File: src/include/branch_macros.svh
// width macros for the branch resolution subsystem, included by the RTL and the testbench

`ifndef BRANCH_MACROS_SVH
`define BRANCH_MACROS_SVH

// width of PCs, register operands, immediates and jump targets
// the datapath also works with a 64 bit setting
`define BR_VLEN 32

// encoding width of the opcode enum in the package
`define BR_OP_W 4

// encoding width of the control-flow type enum in the package
`define BR_CF_W 3

// byte step to the next sequential PC for compressed and full-size instructions
`define BR_STEP_RVC 2
`define BR_STEP_RVI 4

`endif

File: src/hdl/branch_pkg.sv
// shared opcode and control-flow types for the branch resolution blocks, referenced by scoped name
`default_nettype none

`include "branch_macros.svh"

package branch_pkg;

    // control-flow opcodes handled by the execute-stage branch resolution
    typedef enum logic [`BR_OP_W-1:0] {
        BEQ,
        BNE,
        BLT,
        BGE,
        BLTU,
        BGEU,
        JAL,
        JALR
    } br_op_e;

    // control-flow type, used for the front end's prediction and for predictor update
    typedef enum logic [`BR_CF_W-1:0] {
        NO_CF,
        BRANCH,
        JUMP,
        JUMP_R,
        RETURN
    } cf_type_e;

    // true for the six conditional branches, false for JAL and JALR
    function automatic logic op_is_branch(br_op_e op);
        return (op inside {BEQ, BNE, BLT, BGE, BLTU, BGEU});
    endfunction

endpackage

`default_nettype wire

File: src/hdl/branch_target_if.sv
// bundle carrying the target calculator's results to the branch unit within one cycle
`timescale 1ns/1ps
`default_nettype none

`include "branch_macros.svh"

interface branch_target_if;

    // jump base plus immediate, bit 0 already cleared for JALR
    logic [`BR_VLEN-1:0] target_addr;
    // sequential PC, the link value for rd
    logic [`BR_VLEN-1:0] next_pc;
    // target is not on a 2 byte boundary
    logic                target_misaligned;
    // target matches the address the front end predicted
    logic                predict_hit;

    modport producer (output target_addr, output next_pc, output target_misaligned,
                      output predict_hit);

    modport consumer (input target_addr, input next_pc, input target_misaligned,
                      input predict_hit);

endinterface

`default_nettype wire

File: src/hdl/branch_cmp.sv
// operand comparator for the execute stage, gives the taken decision for the current opcode
`timescale 1ns/1ps
`default_nettype none

`include "branch_macros.svh"

module branch_cmp (
    input  branch_pkg::br_op_e  op_i,
    input  logic [`BR_VLEN-1:0] operand_a_i,
    input  logic [`BR_VLEN-1:0] operand_b_i,
    output logic                taken_o
);

    logic is_equal;
    logic is_less_signed;
    logic is_less_unsigned;

    // all three relations are formed in parallel and the opcode selects one
    assign is_equal         = (operand_a_i == operand_b_i);
    assign is_less_signed   = ($signed(operand_a_i) < $signed(operand_b_i));
    assign is_less_unsigned = (operand_a_i < operand_b_i);

    always_comb begin : taken_select
        // unconditional jumps are always taken
        taken_o = 1'b1;
        if (branch_pkg::op_is_branch(op_i)) begin
            case (op_i)
                branch_pkg::BEQ: begin
                    taken_o = is_equal;
                end
                branch_pkg::BNE: begin
                    taken_o = !is_equal;
                end
                branch_pkg::BLT: begin
                    taken_o = is_less_signed;
                end
                // greater or equal is the inverse of less-than
                branch_pkg::BGE: begin
                    taken_o = !is_less_signed;
                end
                branch_pkg::BLTU: begin
                    taken_o = is_less_unsigned;
                end
                default: begin
                    taken_o = !is_less_unsigned;
                end
            endcase
        end
    end

endmodule

`default_nettype wire

File: src/hdl/branch_resolve_top.sv
// top level of the branch resolution subsystem, plain ports around comparator, target and unit
`timescale 1ns/1ps
`default_nettype none

`include "branch_macros.svh"

module branch_resolve_top (
    input  logic                     clk_i,
    input  logic                     arst_n_i,
    // instruction fields, valid for one cycle with valid_i
    input  logic                     valid_i,
    input  branch_pkg::br_op_e       op_i,
    input  logic [`BR_VLEN-1:0]      pc_i,
    input  logic [`BR_VLEN-1:0]      operand_a_i,
    input  logic [`BR_VLEN-1:0]      operand_b_i,
    input  logic [`BR_VLEN-1:0]      imm_i,
    input  logic                     is_compressed_i,
    // prediction made by the front end for this instruction
    input  branch_pkg::cf_type_e     predict_cf_i,
    input  logic [`BR_VLEN-1:0]      predict_address_i,
    // resolution, one cycle after valid_i
    output logic                     resolve_valid_o,
    output logic [`BR_VLEN-1:0]      resolved_pc_o,
    output logic [`BR_VLEN-1:0]      resolved_target_o,
    output logic                     is_taken_o,
    output logic                     is_mispredict_o,
    output branch_pkg::cf_type_e     cf_type_o,
    output logic [`BR_VLEN-1:0]      link_result_o,
    // misaligned instruction address exception
    output logic                     exception_valid_o,
    output logic [`BR_VLEN-1:0]      exception_tval_o
);

    logic taken;

    // target calculator results shared with the branch unit
    branch_target_if target_bus ();

    branch_cmp u_branch_cmp (
        .op_i        (op_i),
        .operand_a_i (operand_a_i),
        .operand_b_i (operand_b_i),
        .taken_o     (taken)
    );

    branch_target u_branch_target (
        .op_i              (op_i),
        .pc_i              (pc_i),
        .operand_a_i       (operand_a_i),
        .imm_i             (imm_i),
        .is_compressed_i   (is_compressed_i),
        .predict_address_i (predict_address_i),
        .target            (target_bus.producer)
    );

    // the only register stage of the subsystem
    branch_unit u_branch_unit (
        .clk_i             (clk_i),
        .arst_n_i          (arst_n_i),
        .valid_i           (valid_i),
        .op_i              (op_i),
        .pc_i              (pc_i),
        .taken_i           (taken),
        .predict_cf_i      (predict_cf_i),
        .target            (target_bus.consumer),
        .resolve_valid_o   (resolve_valid_o),
        .resolved_pc_o     (resolved_pc_o),
        .resolved_target_o (resolved_target_o),
        .is_taken_o        (is_taken_o),
        .is_mispredict_o   (is_mispredict_o),
        .cf_type_o         (cf_type_o),
        .link_result_o     (link_result_o),
        .exception_valid_o (exception_valid_o),
        .exception_tval_o  (exception_tval_o)
    );

endmodule

`default_nettype wire

File: src/hdl/branch_target.sv
// jump target and next PC calculation with alignment and prediction checks, no register stage
`timescale 1ns/1ps
`default_nettype none

`include "branch_macros.svh"

module branch_target (
    input  branch_pkg::br_op_e   op_i,
    input  logic [`BR_VLEN-1:0]  pc_i,
    input  logic [`BR_VLEN-1:0]  operand_a_i,
    input  logic [`BR_VLEN-1:0]  imm_i,
    input  logic                 is_compressed_i,
    input  logic [`BR_VLEN-1:0]  predict_address_i,
    branch_target_if.producer    target
);

    logic [`BR_VLEN-1:0] jump_base;
    logic [`BR_VLEN-1:0] target_sum;
    logic [`BR_VLEN-1:0] target_addr;
    logic [`BR_VLEN-1:0] pc_step;

    // JALR jumps relative to a register, every other control-flow instruction relative to the PC
    assign jump_base = (op_i == branch_pkg::JALR) ? operand_a_i : pc_i;

    // the immediate is already sign extended to full width by decode
    assign target_sum = $unsigned($signed(jump_base) + $signed(imm_i));

    always_comb begin : target_align
        target_addr = target_sum;
        // JALR drops the lowest bit of the sum
        if (op_i == branch_pkg::JALR) begin
            target_addr[0] = 1'b0;
        end
    end

    // compressed instructions are two bytes long, full-size ones four
    assign pc_step = is_compressed_i ? `BR_VLEN'(`BR_STEP_RVC) : `BR_VLEN'(`BR_STEP_RVI);

    assign target.target_addr = target_addr;
    assign target.next_pc     = pc_i + pc_step;

    // with compressed support only bit 0 has to be clear for a legal fetch address
    assign target.target_misaligned = target_addr[0];

    // the front end's guess is compared against the full computed target
    assign target.predict_hit = (target_addr == predict_address_i);

endmodule

`default_nettype wire

File: src/hdl/branch_unit.sv
// combines comparison, target and prediction into the registered branch resolution and exception
`timescale 1ns/1ps
`default_nettype none

`include "branch_macros.svh"

module branch_unit (
    input  logic                     clk_i,
    input  logic                     arst_n_i,
    input  logic                     valid_i,
    input  branch_pkg::br_op_e       op_i,
    input  logic [`BR_VLEN-1:0]      pc_i,
    input  logic                     taken_i,
    input  branch_pkg::cf_type_e     predict_cf_i,
    branch_target_if.consumer        target,
    output logic                     resolve_valid_o,
    output logic [`BR_VLEN-1:0]      resolved_pc_o,
    output logic [`BR_VLEN-1:0]      resolved_target_o,
    output logic                     is_taken_o,
    output logic                     is_mispredict_o,
    output branch_pkg::cf_type_e     cf_type_o,
    output logic [`BR_VLEN-1:0]      link_result_o,
    output logic                     exception_valid_o,
    output logic [`BR_VLEN-1:0]      exception_tval_o
);

    logic [`BR_VLEN-1:0]  resolved_target_d;
    logic                 is_mispredict_d;
    branch_pkg::cf_type_e cf_type_d;
    logic                 exception_valid_d;

    // a not-taken instruction continues at the sequential PC
    assign resolved_target_d = taken_i ? target.target_addr : target.next_pc;

    always_comb begin : mispredict_check
        // the predicted type is kept unless the outcome says otherwise
        cf_type_d       = predict_cf_i;
        is_mispredict_d = 1'b0;

        // conditional branches update the history table, so their type is always BRANCH
        // a mispredict is any disagreement between the outcome and a BRANCH prediction
        if (branch_pkg::op_is_branch(op_i)) begin
            cf_type_d       = branch_pkg::BRANCH;
            is_mispredict_d = (taken_i != (predict_cf_i == branch_pkg::BRANCH));
        end

        // JAL has a PC-relative target known at fetch and is never mispredicted

        // JALR is wrong when nothing was predicted or the predicted address differs
        if (op_i == branch_pkg::JALR &&
            (predict_cf_i == branch_pkg::NO_CF || !target.predict_hit)) begin
            is_mispredict_d = 1'b1;
            // returns come from the return stack and must not be written into the target buffer
            if (predict_cf_i != branch_pkg::RETURN) begin
                cf_type_d = branch_pkg::JUMP_R;
            end
        end
    end

    // a misaligned target raises the fetch exception even for a not-taken branch
    assign exception_valid_d = valid_i && target.target_misaligned;

    // the strobes follow valid_i by exactly one cycle
    always_ff @(posedge clk_i or negedge arst_n_i) begin : valid_reg
        if (!arst_n_i) begin
            resolve_valid_o   <= 1'b0;
            exception_valid_o <= 1'b0;
        end else begin
            resolve_valid_o   <= valid_i;
            exception_valid_o <= exception_valid_d;
        end
    end

    // the result fields only load for a valid instruction and hold otherwise
    always_ff @(posedge clk_i or negedge arst_n_i) begin : result_reg
        if (!arst_n_i) begin
            resolved_pc_o     <= '0;
            resolved_target_o <= '0;
            is_taken_o        <= 1'b0;
            is_mispredict_o   <= 1'b0;
            cf_type_o         <= branch_pkg::NO_CF;
            link_result_o     <= '0;
            exception_tval_o  <= '0;
        end else if (valid_i) begin
            resolved_pc_o     <= pc_i;
            resolved_target_o <= resolved_target_d;
            is_taken_o        <= taken_i;
            is_mispredict_o   <= is_mispredict_d;
            cf_type_o         <= cf_type_d;
            // rd receives the return address for JAL and JALR
            link_result_o     <= target.next_pc;
            // tval reports the PC of the faulting jump, not the bad target
            exception_tval_o  <= pc_i;
        end
    end

endmodule

`default_nettype wire

File: config.mk
export PLATFORM = sky130hd
export DESIGN_NAME = branch_resolve_top
export DESIGN_NICKNAME = d
export VERILOG_FILES = /design/src/hdl/branch_pkg.sv /design/src/hdl/branch_target_if.sv /design/src/hdl/branch_cmp.sv /design/src/hdl/branch_resolve_top.sv /design/src/hdl/branch_target.sv /design/src/hdl/branch_unit.sv
export VERILOG_INCLUDE_DIRS = /design/src /design/src/include
export SDC_FILE = /design/constraint.sdc
export NUM_CORES = 1
export LEC_CHECK = 0
export BUFFER_PORTS_ARGS = -buffer_cell sky130_fd_sc_hd__buf_2
export CAP_MARGIN = 20
export CORE_UTILIZATION = 40
export DETAILED_ROUTE_END_ITERATION = 7
export PLACE_DENSITY = 0.65
export SETUP_SLACK_MARGIN = 0.05
export SYNTH_ARGS = -nofsm -noshare
export SYNTH_HDL_FRONTEND = slang
export SYNTH_HIERARCHICAL = 1
export SYNTH_SLANG_ARGS = --single-unit
File: constraint.sdc
create_clock -name clk_i -period 0.8 [get_ports clk_i]
set_clock_uncertainty 0.1 [all_clocks]
set_input_delay 0.16 -clock clk_i [delete_from_list [all_inputs] [get_ports clk_i]]
set_output_delay 0.16 -clock clk_i [all_outputs]
set_load 0.03 [all_outputs]
* Word level (Yosys, flattened, before mapping)
Index checks and enable logic that the tools add are counted.
** Storage, ports and cells
- Register bits :: 103
- Bits in latches :: 0
- Bits in writable memories :: 0
- Bits in read-only memories :: 0
- Output and inout port bits :: 135
- Logic and storage cells :: 44
- Memories kept :: 0
** Operators by class
- Add/subtract/negate cells :: 2
- $mul :: 0
- Div/mod/pow operators :: 0
- Order comparisons :: 2
- Equality and inequality tests :: 11
- Shift operators :: 0
- Muxes and demuxes :: 11
- Bitwise operators :: 0
- Reduce and logical (&&, ||, !) cells :: 10
** Operators by type and width (number)
- 32-bit adder :: 2
- 32-bit equality test :: 2
- 32-bit less-than comparator :: 2
- 32-bit two-way mux :: 2
- 4-bit by 3-bit equality test with 1-bit output (second input constant) :: 3
- 3-bit two-way mux :: 4
- 4-bit by 2-bit equality test with 1-bit output (second input constant) :: 2
- 6-bit nonzero test :: 1
- 1-bit case mux with 5 select lines :: 1
- 4-bit by 1-bit equality test with 1-bit output (second input constant) :: 1
- 1-bit zero test :: 4
- 4-bit zero test :: 1
- 1-bit two-way mux :: 4
- 3-bit by 1-bit equality test with 1-bit output (second input constant) :: 1
- 3-bit zero test :: 1
- 3-bit inequality test (second input constant) :: 1
- 1-bit logical AND :: 2
- 1-bit logical OR :: 1
- 1-bit inequality test :: 1

* Longest topological paths before layout
- Word-level depth :: 9
- Mapped depth :: 20

* Hierarchy
The synthesis kept the hierarchy.
** Modules (own cells, without submodules)
- branch_unit :: instances 1, cells each 338, area an instance 4663.2 sq um, seq. area each 2577.5 sq um
- branch_target :: instances 1, cells each 473, area an instance 3671.0 sq um, seq. area each 0.0 sq um
- branch_cmp :: instances 1, cells each 128, area an instance 932.1 sq um, seq. area each 0.0 sq um

* Worst setup path before layout
Ideal clock, no wire load.
- Path type :: input-to-reg
- Start :: input port op_i[3]
- End :: register u_branch_unit.cf_type_o[1]
- Library setup time :: 0.134 ns
- Data arrival time :: 4.449 ns
- Data required time :: 0.566 ns
- Path slack :: -3.883 ns
- Stages on the path :: 19
- Cells stage by stage :: nand4b_1 clkbuf_1 mux2_2 ha_1 inv_1 fa_1 nor2b_4 o2111ai_2 a211oi_4 o21ai_2 a211o_1 a311o_1 xor2_1 nor4_2 nand4_1 nor4_1 o31ai_1 a221oi_1 a211oi_2
** RTL lines
- start, declared :: line branch_resolve_top.sv:12 : input branch_pkg::br_op_e op_i,
- 4-bit by 3-bit equality test with 1-bit output :: line branch_target.sv:23 : assign jump_base = (op_i == branch_pkg::JALR) ? operand_a_i : pc_i;
- 32-bit two-way mux :: line branch_target.sv:23
- 32-bit adder :: line branch_target.sv:26 : assign target_sum = $unsigned($signed(jump_base) + $signed(imm_i));
- named net target_bus.target_addr[28] :: line branch_target_if.sv:10 : logic [`BR_VLEN-1:0] target_addr;
- 32-bit equality test :: line branch_target.sv:46 : assign target.predict_hit = (target_addr == predict_address_i);
- named net target_bus.predict_hit :: line branch_target_if.sv:16 : logic predict_hit;
- 1-bit zero test :: line branch_unit.sv:51 : (predict_cf_i == branch_pkg::NO_CF || !target.predict_hit)) begin
- 1-bit logical OR :: line branch_unit.sv:51
- 1-bit logical AND :: line branch_unit.sv:50 : if (op_i == branch_pkg::JALR &&
- 3-bit two-way mux :: line branch_unit.sv:50
- end signal, assigned :: line branch_unit.sv:81 : cf_type_o <= branch_pkg::NO_CF;
- end signal, assigned :: line branch_unit.sv:89 : cf_type_o <= cf_type_d;
- end, declared :: line branch_unit.sv:21 : output branch_pkg::cf_type_e cf_type_o,
The timed path passes the listed nets, and every way through them passes these cells.
A chain may end at the register's enable or synchronous reset.

* Worst setup path after layout
- Start :: input port op_i[3]
- End :: register u_branch_unit.cf_type_o[1]
** Between the ends
- Longest elaborated chain between the ends :: 9
** Ends and longest elaborated chain
- 4-bit by 3-bit equality test with 1-bit output (*) :: line branch_target.sv:23, branch_target.sv:31
- 32-bit two-way mux :: line branch_target.sv:23
- 32-bit adder :: line branch_target.sv:26
- 1-bit two-way mux :: line branch_target.sv:31 : if (op_i == branch_pkg::JALR) begin
- 32-bit equality test (*) :: line branch_target.sv:46
- named net target_bus.predict_hit :: line branch_target_if.sv:16
- 1-bit zero test (*) :: line branch_unit.sv:51
- 1-bit logical OR (*) :: line branch_unit.sv:51
- 1-bit logical AND (*) :: line branch_unit.sv:50
- 3-bit two-way mux (*) :: line branch_unit.sv:50
Mark *: on every way through the listed nets, which the timed path passes. The rest lies on a longest branch.

==> impl_metrics.ini <==
[outcome]
status = finished with violations
violations = hold timing, setup timing

[logic_synthesis]
avgSynthCellArea_sq_um = 9.868
synth_ff_type = dfrtp_1
synth_fa_ha_area_frac = 0.09614
synth_cells = 939
synth-async-reset-ratio = 1.000
synth_edf_count = 0
syn-num-nets = 1180
yosysWarnings = 6
synth-xor-area-share = 0.09762
synthMuxAreaShare = 0.1785
ys_seq_area_frac = 0.2782
syn_area_sq_mm = 0.009266
synth_simple_gate_area_frac = 0.1365
yosysUniqueCellTypes = 84
synth_top_family_by_area = multiplexers
synth_compound_area_frac = 0.1346
synth_seq_cells = 103

[cts]
postCtsHoldBufs = 1
cts_buffers = 9
htreeDepth = 3
cts.sinks = 103
clockBufferDepth = 2
root_buffer = clkbuf_16
insertion_delay_ns = 0.36
clk_pin_slew_worst_paths_ns = 0.08
cts_tree = built

[finish]
final_common_cell = buf_4
drive_above_1_share = 0.6419
fin_nets = 1730
layout_common_cells = buf_4 (264), buf_2 (203), buf_6 (128)
final_core_util = 0.6911
syn_to_final_growth_pct = 69.36
fin_cells = 1784
fin_area_sq_mm = 0.01569

[worst_hold_path]
min_to = u_branch_unit/exception_tval_o[1]$_DFFE_PN0P_
whs_path_depth = 2
worst_hold_startpoint = pc_i[1]
hold_class = in2reg

[timing]
fin_hold_ws_ns = -0.01262
fin_crit_sh = 5.163
fin_ws_ns = -3.331
finalSetupViolCount = 237
worst_pin_slew_ns = 0.7904
relSlewSlack = 0.4675
fin_crit_ns = 4.131
slew_viol_final = 0
hold_viol = 1
rsz0062_at_grt = true
maxClockFrequency_mhz = 242.1

[pwr]
pwr-share-comb = 0.541
seq_power_share = 0.274
finalPower_uw = 24040
powerDensity_mw_per_mm2 = 1532
swShare = 0.3927
p_int_uw = 14600
power.leakage_uw = 0.007561
clockPowerShare = 0.185
vdd_drop_max_uv = 1135
p_switching_uw = 9441

[detailed_routing]
drc_errors = 0
final_antenna_net_count = 0
vias = 9341
wire_per_inst_um = 18.84
drtIter0Drc = 442
via_per_inst = 5.236
drt-pass1-iter-count = 5
drt_wl_total_um = 33620

[placement]
place.port_buffers = 305
dpl.cell_count = 1721
placed_area_sq_mm = 0.01335
gp_congestion = 0.9003
dp_hpwl_um = 25780

[grt]
grtUsageTotal = 0.2804
grt-ovfl-total = 0
grt_max_degree = 53
grt_pass1_wl_um = 51520
antenna_found_initial = 5
grt_pass1_vias = 9514

[setup_path]
required_ns = 0.94
rr_endpoint = u_branch_unit/exception_tval_o[11]$_DFFE_PN0P_
rr_worst_depth = 2
endpoint_kind = flop
crit_fanout = 15
r2r_slack_ns = -0.25
worstPathArrival_ns = 4.27
crit_type = in2reg
startpoint_type = primary input
regToRegStartpoint = u_branch_unit/exception_tval_o[11]$_DFFE_PN0P_

[die]
die_area_sq_mm = 0.02378
dieHeight_um = 154.2
boundaryPins = 306
start_util = 0.4080
die_w_um = 154.2
coreArea_sq_mm = 0.02271
rows = 55

[flow_run]
cap_violations = 0
## routing by layer
| layer | share of wire | vias up | global-route usage |
|---|---|---|---|
| met4 | 0.030 | 0 | 0.09667 |
| met2 | 0.48 | 306 | 0.4792 |
| met3 | 0.049 | 60 | 0.04511 |
| li1 | - | 4452 | - |
| met1 | 0.44 | 4523 | 0.3589 |
| met5 | 0 | - | 0 |
## final cells by class
cell class                      count  area [sq um]
Tap cell                          285         356.6
Multi-Input combinational cell    713          7440
Timing Repair Buffer              611          4755
Clock inverter                      5         38.79
Antenna cell                        5         12.51
Clock buffer                       11         242.7
Fill cell                        1665          7015
Inverter                           51         231.5
Sequential cell                   103          2618
## Yosys cell counts (4+ instances only)
cell,number,area [sq um]
a21o_1,9,67.56
a21oi_1,77,385.4
a31oi_1,9,56.30
and2_1,4,25.02
and3_1,9,56.30
and4_1,8,70.07
buf_2,11,55.05
buf_4,39,292.8
buf_6,14,157.7
clkbuf_1,8,30.03
dfrtp_1,103,2577
ha_1,68,850.8
inv_1,50,187.7
mux2_2,46,518.0
mux2_4,51,765.7
mux2i_1,37,370.4
nand2_1,50,187.7
nand3_1,22,110.1
nand4_1,25,156.4
nor2_1,65,244.0
nor2b_1,13,81.33
nor3_1,7,35.03
nor4_1,4,25.02
o211ai_1,5,37.54
o21a_1,8,60.06
o21ai_0,17,85.08
o22ai_1,4,25.02
o31a_1,6,52.55
o31ai_1,4,30.03
xnor2_1,45,394.1
xnor3_1,7,157.7
xor2_1,33,289.0
## power groups by stage
stage	Combinational (uW)	Clock, uW	Sequential [uW]
finish	13000	4450	6590
global route	13800	4740	6680
CTS	12600	4540	6580
detailed placement	11100	0	6540
global placement	11000	0	6530
floorplan	5460	0	8020
## registers in the layout, summed over array words and instances, names as in the netlist
signal	count
u_branch_unit/cf_type_o	3
u_branch_unit/exception_tval_o	32
u_branch_unit/exception_valid_o	1
u_branch_unit/is_mispredict_o	1
u_branch_unit/is_taken_o	1
u_branch_unit/link_result_o	32
u_branch_unit/resolve_valid_o	1
u_branch_unit/resolved_target_o	32
## repair_timing
action,in CTS,in global routing
resized for setup,312,78
pin swaps,68,38
buffers inserted,31,14
endpoints found under the setup margin,237,284
cloned,3,0
endpoints found under the hold margin,105,1
## worst max path at each step
stage	cells past startpoint	end	startpoint	slack [ns]
after floorplan	19	u_branch_unit/cf_type_o[1]$_DFFE_PN0P_	op_i[3]	-3.47
after global placement	20	u_branch_unit/cf_type_o[1]$_DFFE_PN0P_	op_i[3]	-3.69
after detailed placement	20	u_branch_unit/cf_type_o[1]$_DFFE_PN0P_	op_i[3]	-3.84
after CTS	20	u_branch_unit/cf_type_o[1]$_DFFE_PN0P_	op_i[1]	-3.14
after global routing	20	u_branch_unit/cf_type_o[1]$_DFFE_PN0P_	op_i[3]	-3.53
final	20	u_branch_unit/cf_type_o[1]$_DFFE_PN0P_	op_i[3]	-3.33
## metrics by stage
step	setup WS, ns	setup TNS (ns)
after floorplan	-3.473	-121.00
after CTS	-3.136	-166.72
after global routing	-3.534	-177.91
after global placement	-3.689	-155.80
final	-3.331	-168.17
after detailed placement	-3.838	-157.54
## critical path: stages
cell,delay [ns]
buf_6,0.09
nand4b_1,0.17
buf_6,0.15
buf_12,0.15
mux2_4,0.32
ha_4,0.28
o211a_1,0.18
a21oi_4,0.08
a211oi_2,0.27
nor2b_2,0.14
o31a_1,0.32
o31a_4,0.36
nor3_4,0.19
mux2i_1,0.27
o2111ai_1,0.15
nor4_2,0.28
buf_4,0.19
o31ai_2,0.09
a221oi_2,0.34
a211oi_2,0.07
## kinds of logic (layout without fill, tap and decap cells)
group,after synthesis,after routing
compound gates,185,185
buf+inv,123,678
fa+ha+maj,70,70
mux,134,134
xor+xnor,88,88
simple gates,236,236
flops,103,103
other cells,0,5
Note: power is estimated with default switching activity, not from simulation.
